### config.mk
export PLATFORM = sky130hd
export DESIGN_NAME = dcache_req_arbiter
export DESIGN_NICKNAME = d
export VERILOG_FILES = /design/src/source/dcache_pkg.sv /design/src/source/dcache_req_arbiter.sv
export SDC_FILE = /design/constraint.sdc
export NUM_CORES = 1
export LEC_CHECK = 0
export ABC_AREA = 0
export BUFFER_PORTS_ARGS = -buffer_cell sky130_fd_sc_hd__buf_2
export CAP_MARGIN = 10
export CORE_AREA = 4 4 161 163
export DETAILED_ROUTE_END_ITERATION = 7
export DIE_AREA = 0 0 165 167
export PLACE_DENSITY_LB_ADDON = 0.12
export SLEW_MARGIN = 20
export SYNTH_ARGS = -nofsm -noshare
export SYNTH_HDL_FRONTEND = slang
export SYNTH_SLANG_ARGS = --single-unit
export TNS_END_PERCENT = 1
### constraint.sdc
create_clock -name vclk -period 2.2
set_input_delay 0.33 -clock vclk [all_inputs]
set_output_delay 0.33 -clock vclk [all_outputs]
set_load 0.005 [all_outputs]
### src/source/dcache_pkg.sv
package dcache_pkg;

  // Widths with a meaning of their own
  typedef logic [10:0] addr_t;
  typedef logic [7:0]  offset_t;
  typedef logic [63:0] data_t;
  typedef logic [7:0]  be_t;
  typedef logic [1:0]  size_t;
  typedef logic [3:0]  tid_t;
  typedef logic [0:0]  sid_t;

  localparam int unsigned NUM_LINES = 256;
  // Doubleword index starts above the byte-in-doubleword bits
  localparam int unsigned OFFSET_LSB = 3;
  localparam tid_t AMO_TID = '1;
  localparam sid_t LOAD_SID = 1'b0;
  localparam sid_t STORE_SID = 1'b1;
  // log2 of a 4-byte access
  localparam size_t SIZE_WORD = 2'd2;

  // Core-side atomic operations
  typedef enum logic [3:0] {
    AMO_LR, AMO_SC, AMO_SWAP, AMO_ADD, AMO_AND, AMO_OR,
    AMO_XOR, AMO_MAX, AMO_MAXU, AMO_MIN, AMO_MINU
  } amo_op_e;

  // Operations understood by the cache
  typedef enum logic [3:0] {
    CACHE_LOAD, CACHE_STORE, CACHE_AMO_LR, CACHE_AMO_SC, CACHE_AMO_SWAP,
    CACHE_AMO_ADD, CACHE_AMO_AND, CACHE_AMO_OR, CACHE_AMO_XOR,
    CACHE_AMO_MAX, CACHE_AMO_MAXU, CACHE_AMO_MIN, CACHE_AMO_MINU
  } cache_op_e;

  typedef struct packed {
    addr_t addr;
    size_t size;
    be_t   be;
    tid_t  tid;
  } load_req_t;

  typedef struct packed {
    data_t rdata;
    tid_t  tid;
  } load_rsp_t;

  typedef struct packed {
    addr_t addr;
    data_t wdata;
    be_t   be;
    size_t size;
  } store_req_t;

  typedef struct packed {
    amo_op_e op;
    size_t   size;
    addr_t   operand_a;
    data_t   operand_b;
  } amo_req_t;

  typedef struct packed {
    offset_t   offset;
    data_t     wdata;
    be_t       be;
    size_t     size;
    cache_op_e op;
    sid_t      sid;
    tid_t      tid;
    logic      need_rsp;
  } cache_req_t;

  typedef struct packed {
    data_t rdata;
    sid_t  sid;
    tid_t  tid;
  } cache_rsp_t;

endpackage
### src/source/dcache_req_arbiter.sv
module dcache_req_arbiter (
  input  logic                   load_valid_i,
  input  dcache_pkg::cache_req_t load_req_i,
  output logic                   load_ready_o,
  input  logic                   store_valid_i,
  input  dcache_pkg::cache_req_t store_req_i,
  output logic                   store_ready_o,
  output logic                   req_valid_o,
  output dcache_pkg::cache_req_t req_o,
  input  logic                   req_ready_i,
  input  logic                   rsp_valid_i,
  input  dcache_pkg::cache_rsp_t rsp_i,
  output logic                   rsp_valid_o,
  output dcache_pkg::cache_rsp_t rsp_o
);

  // Loads always win
  assign req_valid_o = load_valid_i | store_valid_i;

  always_comb begin
    if (load_valid_i) begin
      req_o = load_req_i;
    end else begin
      req_o = store_req_i;
    end
  end

  assign load_ready_o  = req_ready_i;
  // Store stream only gets the cache when no load is offered
  assign store_ready_o = req_ready_i & ~load_valid_i;

  // Both adapters see every response and filter on sid
  assign rsp_valid_o = rsp_valid_i;
  assign rsp_o       = rsp_i;

endmodule

# ---- Word level (Yosys, flattened, before mapping)
# Cells that the tools add are included.
dict set report classes {
  addsub 0
  n_mul 0
  div_mod_pow 0
  magnitude_cmp 0
  eq_ne 0
  shift 0
  mux 1
  bitwise 3
  reduce_logical 0
}
# op n
set op_table {}
lappend op_table {{92-bit 2-to-1 mux} 1}
lappend op_table {{1-bit bitwise AND} 1}
lappend op_table {{1-bit NOT} 1}
lappend op_table {{1-bit bitwise OR} 1}
dict set report totals {
  ff_bits 0
  latch_bits 0
  ramBits 0
  rom_bits 0
  input_bits 257
  out_inout_bits 165
  elab_cells 4
  memories 0
}

# ---- Longest topological paths before layout
dict set report depth {
  depth_word 2
  depth_mapped 3
  ltp_nobuf 1
}

# ---- Worst setup path after synthesis
# OpenSTA, ideal clock, no wires.
dict set report synth_path {
  path_kind {input to output}
  start {input port load_valid_i}
  end {output port req_o[32] (netlist bit)}
  arrival_ns 0.978
  t_required_ns 1.870
  path_slack_ns 0.892
  cell_stages 3
  n_path_buf 2
  path_cell_list {buf_4 > buf_6 > mux2_2}
}
# item line_no
set synth_lines {}
lappend synth_lines {{start: declaration} dcache_req_arbiter.sv:2} ;# input logic load_valid_i,
lappend synth_lines {{end: declaration} dcache_req_arbiter.sv:9} ;# output dcache_pkg::cache_req_t req_o,

==> results.py <==
metrics = {
    "run_status": {
        "status": "completed",
    },
    "timing": {
        "rsz0062_at_grt": "false",
        "final.min_clock_period_ns": 1.72,
        "setup_viol": 0,
        "max_freq_ghz": 0.582,
        "timing.final.max_slew_violations": 0,
        "final_hold_viol_count": 0,
        "fin_crit_sh_pct": 78.1,
        "tns_ns": 0,
        "max_slew_headroom_at_the_worst_pin_pct": 80.7,
        "slew_of_the_pin_with_the_lowest_slew_margin_ns": 0.290,
    },
    "yosys": {
        "synth_warnings": 0,
        "post_synth_inst_count": 175,
        "ys_top_cells_by_area": "sky130_fd_sc_hd__mux2_2, sky130_fd_sc_hd__buf_4, sky130_fd_sc_hd__buf_6, sky130_fd_sc_hd__buf_2, sky130_fd_sc_hd__nor2b_1",
        "netlist.top_cell.by_area": "sky130_fd_sc_hd__mux2_2",
        "yosysSeqAreaShare_pct": 0,
        "mappedNetlistNets": 432,
        "syn-cell-area_um2": 1670,
        "ys_types": 6,
        "postSynthAreaPerCell_um2": 9.55,
        "synth.top_cell.area_share_pct": 62.0,
    },
    "finish": {
        "seq_cell_count": 0,
        "num-clock-buffers": 0,
        "fill_cells": 2825,
        "fraction_of_final_layout_cells_with_drive_strength_greater_than_1_pct": 99.7,
        "register_area_um2": 0,
        "antenna_cells_inserted": 0,
        "most-common-layout-cells": "sky130_fd_sc_hd__buf_2, sky130_fd_sc_hd__mux2_2, sky130_fd_sc_hd__buf_4",
        "syn2layout_area_growth_pct": 74.9,
        "mostFrequentLayoutCell": "sky130_fd_sc_hd__buf_2",
        "final-instance-count-excl-fill": 704,
        "num-nets-final": 639,
    },
    "global_routing": {
        "global_route.usage.total_pct": 5.42,
        "grt_first_pass_wirelength_um": 11900,
        "number_of_antenna_violations_at_the_first_check_in_global_routing": 2,
        "grt_max_degree": 39,
        "grt-ovfl-total": 0,
        "via_count_of_the_first_global_routing_pass": 2180,
    },
    "critical_path": {
        "critical_path_startpoint_category": "input pin",
        "worstPathRequired_ns": 1.87,
        "largest_driver_fanout_on_the_critical_path": 38,
        "critPathArrivalTime_ns": 1.39,
        "critPathCaptureType": "output port",
        "timing_worst_setup_path_type": "in -> out",
    },
    "drt": {
        "route.met2.wl_um": 4930,
        "detailedRoute.firstIterationViolations": 16,
        "ant_nets": 0,
        "detail_route.drc_violations": 0,
        "via_count": 2066,
        "wl_per_cell_um": 12.8,
        "dr.pass1.iters": 3,
        "avgViaCountPerCell": 2.93,
        "totalWireLength_um": 8990,
        "met3RoutedLength_um": 1270,
        "detail_route.wirelength.met1_um": 2640,
        "top_signal_layer_used": "met5",
    },
    "die": {
        "num_io_pins": 422,
        "die_w_um": 165,
        "die_area_um2": 27600,
        "core_area_um2": 24300,
        "start_util_pct": 6.87,
        "fp.dieH_um": 167,
        "placementRows": 57,
    },
    "pwr": {
        "seqPwrFrac_pct": 0,
        "power.ir.vdd_worst_mv": 0.0495,
        "combPwrFrac_pct": 100.0,
        "pwr-share-clk_pct": 0,
        "p_sw_share_pct": 36.6,
        "internal_power_uw": 330,
        "power.density_nw_per_um2": 178,
        "power.net_switching_uw": 190,
        "power.leakage_uw": 0.00150,
    },
    "job": {
        "max_cap_viol_count": 0,
    },
    "clock_tree": {
        "post_cts_setup_repair_bufs": 0,
        "cts_hold_buffers": 0,
        "ctsResizeCount": 0,
    },
    "placed_design": {
        "buffer_ports.inserted": 282,
        "dp.final_hpwl_um": 8290,
        "gpl.final_weighted_congestion": 0.647,
        "placedCellCount": 704,
    },
    "hold_path": {
        "worst_hold_path_startpoint": "rsp_i[0]",
        "hold_path_end": "rsp_o[0]",
        "hold_depth": 0,
        "hold_path.class": "in -> out",
    },
}
## per-stage QoR
step | total power, µW | setup slack [ns] | cell area (µm²) | hold slack (ns) | utilization [%]
CTS | 536 | 0.440 | 2920 | 0.660 | 12.0
detailed placement | 533 | 0.439 | 2920 | 0.660 | 12.0
finish | 520 | 0.481 | 2920 | 0.660 | 12.0
global route | 574 | 0.389 | 2920 | 0.660 | 12.0
floorplan | 317 | 0.892 | 1670 | 0.741 | -
global placement | 539 | 0.448 | 2920 | 0.660 | 12.0
## cell usage after synthesis
master                    count
sky130_fd_sc_hd__buf_2        3
sky130_fd_sc_hd__buf_6        6
sky130_fd_sc_hd__buf_4       72
sky130_fd_sc_hd__mux2_2      92
sky130_fd_sc_hd__or2_2        1
sky130_fd_sc_hd__nor2b_1      1
## kinds of logic after synthesis
family,after synthesis,share of synthesized area (%)
and+or+nand+nor,2,0.749
buffers and inverters,81,37.3
muxes,92,62.0
## how the worst max path moves through the flow
stage / startpoint / to / slack, ns
after floorplan: load_valid_i / req_o[32] / 0.89
after global placement: load_valid_i / req_o[30] / 0.45
after detailed placement: load_valid_i / req_o[78] / 0.44
after CTS: load_valid_i / req_o[15] / 0.44
after global routing: load_valid_i / req_o[90] / 0.39
final: load_valid_i / req_o[90] / 0.48
## critical path, stage by stage
cell                     delay, ns
sky130_fd_sc_hd__buf_4        0.26
sky130_fd_sc_hd__buf_12       0.25
sky130_fd_sc_hd__mux2_2       0.37
sky130_fd_sc_hd__buf_2        0.13
## layout make-up
class	count	area [µm²]	area share, %
Multi-Input combinational cell	94	1050	35.9
Tap cell	324	405	13.9
Timing Repair Buffer	286	1470	50.3
## power by group through the flow
stage	registers (µW)	logic [µW]	clock network, µW
detailed placement	0	533	0
global placement	0	539	0
floorplan	0	317	0
CTS	0	536	0
global route	0	574	0
finish	0	520	0
## per-layer routing
layer / GRT usage, % / up-vias
met2: 12.0 / 200
met3: 1.48 / 24
met1: 4.56 / 893
li1: - / 947
met4: 0.868 / 2
met5: 0 / -
Power figures use the tool's default switching activity.
