$ cat config.mk
export PLATFORM = sky130hd
export DESIGN_NAME = store_amo_adapter
export DESIGN_NICKNAME = d
export VERILOG_FILES = /design/src/source/dcache_pkg.sv /design/src/source/store_amo_adapter.sv
export SDC_FILE = /design/constraint.sdc
export NUM_CORES = 1
export LEC_CHECK = 0
export BUFFER_PORTS_ARGS = -buffer_cell sky130_fd_sc_hd__buf_2
export CORE_AREA = 3 3 157 159
export DETAILED_ROUTE_END_ITERATION = 8
export DIE_AREA = 0 0 160 162
export HOLD_SLACK_MARGIN = 0.12
export PLACE_DENSITY = 0.35
export SYNTH_ARGS = -nofsm -noshare
export SYNTH_HDL_FRONTEND = slang
export SYNTH_SLANG_ARGS = --single-unit
$ cat constraint.sdc
create_clock -name clk_i -period 2.55 [get_ports clk_i]
set_input_delay 0.3825 -clock clk_i [delete_from_list [all_inputs] [get_ports clk_i]]
set_output_delay 0.3825 -clock clk_i [all_outputs]
set_load 0.01 [all_outputs]
$ cat src/source/dcache_pkg.sv
package dcache_pkg;

  // Widths with a meaning of their own
  typedef logic [10:0] addr_t;
  typedef logic [7:0]  offset_t;
  typedef logic [63:0] data_t;
  typedef logic [7:0]  be_t;
  typedef logic [1:0]  size_t;
  typedef logic [3:0]  tid_t;
  typedef logic [0:0]  sid_t;

  localparam int unsigned NUM_LINES = 256;
  // Doubleword index starts above the byte-in-doubleword bits
  localparam int unsigned OFFSET_LSB = 3;
  localparam tid_t AMO_TID = '1;
  localparam sid_t LOAD_SID = 1'b0;
  localparam sid_t STORE_SID = 1'b1;
  // log2 of a 4-byte access
  localparam size_t SIZE_WORD = 2'd2;

  // Core-side atomic operations
  typedef enum logic [3:0] {
    AMO_LR, AMO_SC, AMO_SWAP, AMO_ADD, AMO_AND, AMO_OR,
    AMO_XOR, AMO_MAX, AMO_MAXU, AMO_MIN, AMO_MINU
  } amo_op_e;

  // Operations understood by the cache
  typedef enum logic [3:0] {
    CACHE_LOAD, CACHE_STORE, CACHE_AMO_LR, CACHE_AMO_SC, CACHE_AMO_SWAP,
    CACHE_AMO_ADD, CACHE_AMO_AND, CACHE_AMO_OR, CACHE_AMO_XOR,
    CACHE_AMO_MAX, CACHE_AMO_MAXU, CACHE_AMO_MIN, CACHE_AMO_MINU
  } cache_op_e;

  typedef struct packed {
    addr_t addr;
    size_t size;
    be_t   be;
    tid_t  tid;
  } load_req_t;

  typedef struct packed {
    data_t rdata;
    tid_t  tid;
  } load_rsp_t;

  typedef struct packed {
    addr_t addr;
    data_t wdata;
    be_t   be;
    size_t size;
  } store_req_t;

  typedef struct packed {
    amo_op_e op;
    size_t   size;
    addr_t   operand_a;
    data_t   operand_b;
  } amo_req_t;

  typedef struct packed {
    offset_t   offset;
    data_t     wdata;
    be_t       be;
    size_t     size;
    cache_op_e op;
    sid_t      sid;
    tid_t      tid;
    logic      need_rsp;
  } cache_req_t;

  typedef struct packed {
    data_t rdata;
    sid_t  sid;
    tid_t  tid;
  } cache_rsp_t;

endpackage
$ cat src/source/store_amo_adapter.sv
module store_amo_adapter (
  input  logic                   clk_i,
  input  logic                   rst_n_i,
  input  logic                   store_valid_i,
  input  dcache_pkg::store_req_t store_req_i,
  output logic                   store_ready_o,
  input  logic                   amo_req_valid_i,
  input  dcache_pkg::amo_req_t   amo_req_i,
  output logic                   amo_ack_o,
  output dcache_pkg::data_t      amo_result_o,
  output logic                   req_valid_o,
  input  logic                   req_ready_i,
  output dcache_pkg::cache_req_t req_o,
  input  logic                   rsp_valid_i,
  input  dcache_pkg::cache_rsp_t rsp_i
);

  dcache_pkg::cache_op_e amo_op;
  dcache_pkg::data_t     amo_wdata;
  dcache_pkg::be_t       amo_be;
  logic                  amo_is_word;
  logic                  amo_is_word_hi;
  logic [31:0]           amo_rsp_word;
  logic                  pending_q;
  logic                  pending_n;

  // Opcode translation
  always_comb begin
    unique case (amo_req_i.op)
      dcache_pkg::AMO_LR:   amo_op = dcache_pkg::CACHE_AMO_LR;
      dcache_pkg::AMO_SC:   amo_op = dcache_pkg::CACHE_AMO_SC;
      dcache_pkg::AMO_SWAP: amo_op = dcache_pkg::CACHE_AMO_SWAP;
      dcache_pkg::AMO_ADD:  amo_op = dcache_pkg::CACHE_AMO_ADD;
      dcache_pkg::AMO_AND:  amo_op = dcache_pkg::CACHE_AMO_AND;
      dcache_pkg::AMO_OR:   amo_op = dcache_pkg::CACHE_AMO_OR;
      dcache_pkg::AMO_XOR:  amo_op = dcache_pkg::CACHE_AMO_XOR;
      dcache_pkg::AMO_MAX:  amo_op = dcache_pkg::CACHE_AMO_MAX;
      dcache_pkg::AMO_MAXU: amo_op = dcache_pkg::CACHE_AMO_MAXU;
      dcache_pkg::AMO_MIN:  amo_op = dcache_pkg::CACHE_AMO_MIN;
      dcache_pkg::AMO_MINU: amo_op = dcache_pkg::CACHE_AMO_MINU;
      default:              amo_op = dcache_pkg::CACHE_LOAD;
    endcase
  end

  // Word operand goes to both lanes, the enables pick one
  assign amo_is_word    = (amo_req_i.size == dcache_pkg::SIZE_WORD);
  assign amo_is_word_hi = amo_req_i.operand_a[2];
  assign amo_wdata      = amo_is_word ? {2{amo_req_i.operand_b[31:0]}} : amo_req_i.operand_b;
  assign amo_be         = amo_is_word ? (amo_is_word_hi ? 8'hf0 : 8'h0f) : 8'hff;

  // A second AMO waits until the first one is acknowledged
  assign req_valid_o   = store_valid_i | (amo_req_valid_i & ~pending_q);
  assign store_ready_o = req_ready_i & ~amo_req_valid_i;

  always_comb begin
    req_o.sid = dcache_pkg::STORE_SID;
    if (amo_req_valid_i) begin
      req_o.offset   = amo_req_i.operand_a[dcache_pkg::OFFSET_LSB +: $bits(dcache_pkg::offset_t)];
      req_o.wdata    = amo_wdata;
      req_o.be       = amo_be;
      req_o.size     = amo_req_i.size;
      req_o.op       = amo_op;
      req_o.tid      = dcache_pkg::AMO_TID;
      req_o.need_rsp = 1'b1;
    end else begin
      req_o.offset   = store_req_i.addr[dcache_pkg::OFFSET_LSB +: $bits(dcache_pkg::offset_t)];
      req_o.wdata    = store_req_i.wdata;
      req_o.be       = store_req_i.be;
      req_o.size     = store_req_i.size;
      req_o.op       = dcache_pkg::CACHE_STORE;
      req_o.tid      = '0;
      req_o.need_rsp = 1'b0;
    end
  end

  // Ack is our sid with the reserved tid
  assign amo_ack_o = rsp_valid_i && (rsp_i.sid == dcache_pkg::STORE_SID)
                     && (rsp_i.tid == dcache_pkg::AMO_TID);

  assign amo_rsp_word = amo_is_word_hi ? rsp_i.rdata[63:32] : rsp_i.rdata[31:0];
  assign amo_result_o = amo_is_word ? {{32{amo_rsp_word[31]}}, amo_rsp_word} : rsp_i.rdata;

  // Pending from acceptance until the ack
  assign pending_n = (amo_req_valid_i & req_ready_i & ~pending_q) | (pending_q & ~amo_ack_o);

  always_ff @(posedge clk_i) begin
    if (!rst_n_i) begin
      pending_q <= 1'b0;
    end else begin
      pending_q <= pending_n;
    end
  end

endmodule

; After elaboration in Yosys (flattened, before gate mapping)
; Memories as Yosys holds them, arrays and structs flattened.
; Index checks and enable logic that the tools add are counted.
[word_totals]
register_bits = 1
romBits = 64
output_inout_bits = 159
elab_cells = 23
n_memories = 1
[op_classes]
eq_ne = 2
mux = 7
bitwise_logic = 10
reduce_logical = 2
[memory_table]
columns = name, depth, word_bits, rd, rd_clocked_by_memory_dff, wr, line_no
row1 = (name not given), 16, 4, 1, 0, 0, store_amo_adapter.sv:29  ; unique case (amo_req_i.op)
[ops]
columns = operator, n
row1 = $mux W64, 2
row2 = $mux W86, 1
row3 = $mux W32, 1
row4 = $mux W8, 2
row5 = $and A1 B1 Y1, 5
row6 = $mux W5, 1
row7 = $eq A4 B4 Y1 const B, 1
row8 = $not A1 Y1, 3
row9 = $eq A2 B2 Y1 const B, 1
row10 = $logic_and A1 B1 Y1, 2
row11 = $or A1 B1 Y1, 2

; Logic depth before layout (Yosys ltp)
[depth]
word_depth = 5
mapped_depth = 5

; Worst setup path before layout
; No wires, ideal clock.
[synth_timing]
path_type = input to output
startpoint = input amo_req_i[76] (netlist bit)
endpoint = output amo_result_o[10]
t_arrival_ns = 1.263
required_ns = 2.168
setup_slack_ns = 0.904
cell_stages = 5
path_buffers = 2
cell_sequence = nor2b_1 -> buf_4 -> nand2_2 -> buf_6 -> mux2_4
[synth_between]
elab_chain_len = 2
[synth_lines]
columns = element, line_no
row1 = start: declaration, store_amo_adapter.sv:8  ; input dcache_pkg::amo_req_t amo_req_i,
row2 = $eq A2 B2 Y1, store_amo_adapter.sv:46  ; assign amo_is_word = (amo_req_i.size == dcache_pkg::SIZE_WORD);
row3 = $mux W64, store_amo_adapter.sv:81  ; assign amo_result_o = amo_is_word ? {{32{amo_rsp_word[31]}}, amo_rsp_word} : rsp_i.rdata;
row4 = end: declaration, store_amo_adapter.sv:10  ; output dcache_pkg::data_t amo_result_o,
; No other way between the ends.

==> summary.txt <==
Run status
  – Status: finished, final reports clean

Synth
  – Netlist cell types: 28
  – Largest area contributor in the netlist: mux2_2
  – Yosys reg bits: 1
  – Cells taking the most area after synthesis: mux2_2, mux2_4, nand2_1, a21o_1, a31oi_1
  – Netlist Area Pre-Place: approximately 2300 um2
  – Synthesis warning total: 0
  – Mean Syn Cell Area: 7.002 um2
  – Post-synth top area share: 0.2098
  – Post-Syn Nets: 565
  – Mapped Cells: 322
  – Register area share after synthesis: 0.008879

Timing
  – Max Clock Skew: 0 ns
  – # setup viols final: 0
  – Unrepaired setup endpoints after global routing: false
  – Min Clock Period, post-route: 1.985 ns
  – Hold Vio Cnt, Final: 0
  – WHS: 0.5630 ns
  – FMAX: ~500 MHz
  – Pins Over Slew Limit: 0
  – Part of the cycle the worst path needs: 0.7785
  – Final TNS setup: 0 ns

Routing
  – Via density: 3.695
  – DRC violations left: 0
  – Final ANT Viol Nets: 0
  – Total length of routed wires: 14040 um
  – 1st-iter DRT viols: approximately 150
  – DR vias: 3750
  – Mean routed wirelength per cell: approximately 14 um
  – First-pass detailed-route iteration total: 4

Cells and area
  – Reg with most FFs: pending_q
  – Non-Filler Instances: 1015
  – Fill cells: 2725
  – Largest regs: pending_q: 1 flops
  – Ant. Diodes: 0
  – Final #Nets: about 940
  – Largest register FFs: 1
  – Final design utilization: 0.1972
  – Share of cells above drive strength 1: 0.7011
  – P&R area growth vs syn: 104.7%

Clock network
  – Post-CTS Resized: 0
  – Clock latency on the worst-skew pair: 0 ns
  – CTS Hold Bufs: 0
  – Clock-pin slew of the registers on the worst-case setup and hold paths: 0 ns
  – Setup Fix Bufs, Post-CTS: 0

Global routing
  – Global-route wire length before repair: 20310 um
  – Gr usage total: 0.09517
  – Total congestion overflow: 0
  – Largest net degree at the start of global routing: 41
  – Initial antenna violation count: 0
  – Vias in the first global route: about 3700

Setup path
  – Worst Path Max Fanout: 28
  – Crit start category: primary input
  – CP endpoint kind: output pin
  – WP data arrival: 1.60 ns
  – WP data required: between 2 and 2.5 ns
  – CP Class: primary input to output pin

Power and ir drop
  – Peak VDD IR: between 0.06 and 0.07 mV
  – P per Cell Area: about 190 nW/um2
  – Pleak: 2.720 nW

Placement
  – GP Congestion: between 0.7 and 0.8
  – DP Cell Count: 1015
  – # port buffers: just under 400
  – Hpwl dp: 12340 um

Min path
  – Min-delay worst type: register to register

Die
  – Die area: 25920 um2
  – I/O pin cnt: 400
  – Die Height: 162 um
  – Initial Util: 0.09634
  – Core Rows: 56
  – Die X-Extent: 160 um
  – Core area: 23400 um2

Job
  – Max Cap Viol: 0
-- cell families (layout without fill, tap and decap cells) --
family                   after synthesis  in the layout  share of synthesized area
AND/OR/NAND/NOR                      127            127                     0.2242
buffers and inverters                 41            415                    0.09989
AO/OA/AOI/OAI                         73             73                     0.2209
adder cells (fa/ha/maj)                2              2                    0.01110
multiplexers                          77             77                     0.4334
other                                  1              1                   0.001663
flip-flops                             1              1                   0.008879
-- cell usage after synthesis, drive strengths merged --
cell type / count
o21a: 1
dfxtp: 1
nor2: 47
mux2: 75
a31oi: 36
buf: 30
nand4: 1
nand2b: 1
nor3b: 1
nand2: 71
mux2i: 2
inv: 3
clkbuf: 8
a21oi: 1
nor4b: 1
ha: 2
a21o: 32
o21ai: 2
and2: 1
conb: 1
o311a: 1
nor2b: 4
-- cell usage in the layout, fill, tap and decap left out, types with 2 or more instances in the layout --
cell type and n:
buf_2 392, nand2_1 70, nor2_1 46, mux2_2 42, a31oi_1 36, a21o_1 32, mux2_4 30, buf_4 16
buf_12 4, inv_1 3, nor2b_1 3, mux2_1 3, mux2i_1 2, o21ai_0 2, ha_1 2
-- metrics by stage --
| stage | total power, W | instance area, um2 | setup WS (ns) |
|---|---|---|---|
| after detailed placement | 0.0008999 | 4614 | 0.5365 |
| after CTS | 0.0009044 | 4614 | 0.5387 |
| final | 0.0008872 | 4614 | 0.5649 |
| after global placement | 0.0009077 | 4614 | 0.5500 |
| after floorplan | 0.0004456 | 2255 | 0.9040 |
| after global routing | 0.0009712 | 4614 | 0.4645 |
-- layer usage --
layer,vias to the layer above,part of all wire,track usage
met3,8,0.087,0.01811
li1,1873,-,-
met2,240,0.53,0.1898
met5,-,0,0
met4,0,0.0085,0.007890
met1,1629,0.37,0.1081
-- critical path, cell delays in order --
cell	delay, ns
buf_2	0.13
nand2b_2	0.34
buf_12	0.23
nand2_1	0.08
a31oi_1	0.24
buf_2	0.18
-- where the power goes --
| part | total [W] | internal (W) | switching (W) |
|---|---|---|---|
| Sequential | 0.0000173 | 0.0000171 | 0.000000209 |
| Combinational | 0.000870 | 0.000450 | 0.000420 |
| Clock | 0 | 0 | 0 |
| Total | 0.000887 | 0.000467 | 0.000420 |
-- layout make-up --
| cell class | count | area (um2) | share of cell area |
|---|---|---|---|
| inverter | 3 | 11.26 | 0.002440 |
| multi-input combinational | 280 | 2022 | 0.4382 |
| sequential | 1 | 20.02 | 0.004338 |
| tap | 319 | 399.1 | 0.08650 |
| timing repair buffer | 412 | 2162 | 0.4685 |
-- final timing paths --
path	slack [ns]	end	cells after the start	startpoint
worst max register to register	1.74	pending_q	2	pending_q
worst min register to register	0.56	pending_q	2	pending_q
worst min-delay path	0.56	pending_q	2	pending_q
worst max-delay path	0.56	req_o[72]	6	amo_req_i[75]
Note: power is estimated with default switching activity, not from simulation.
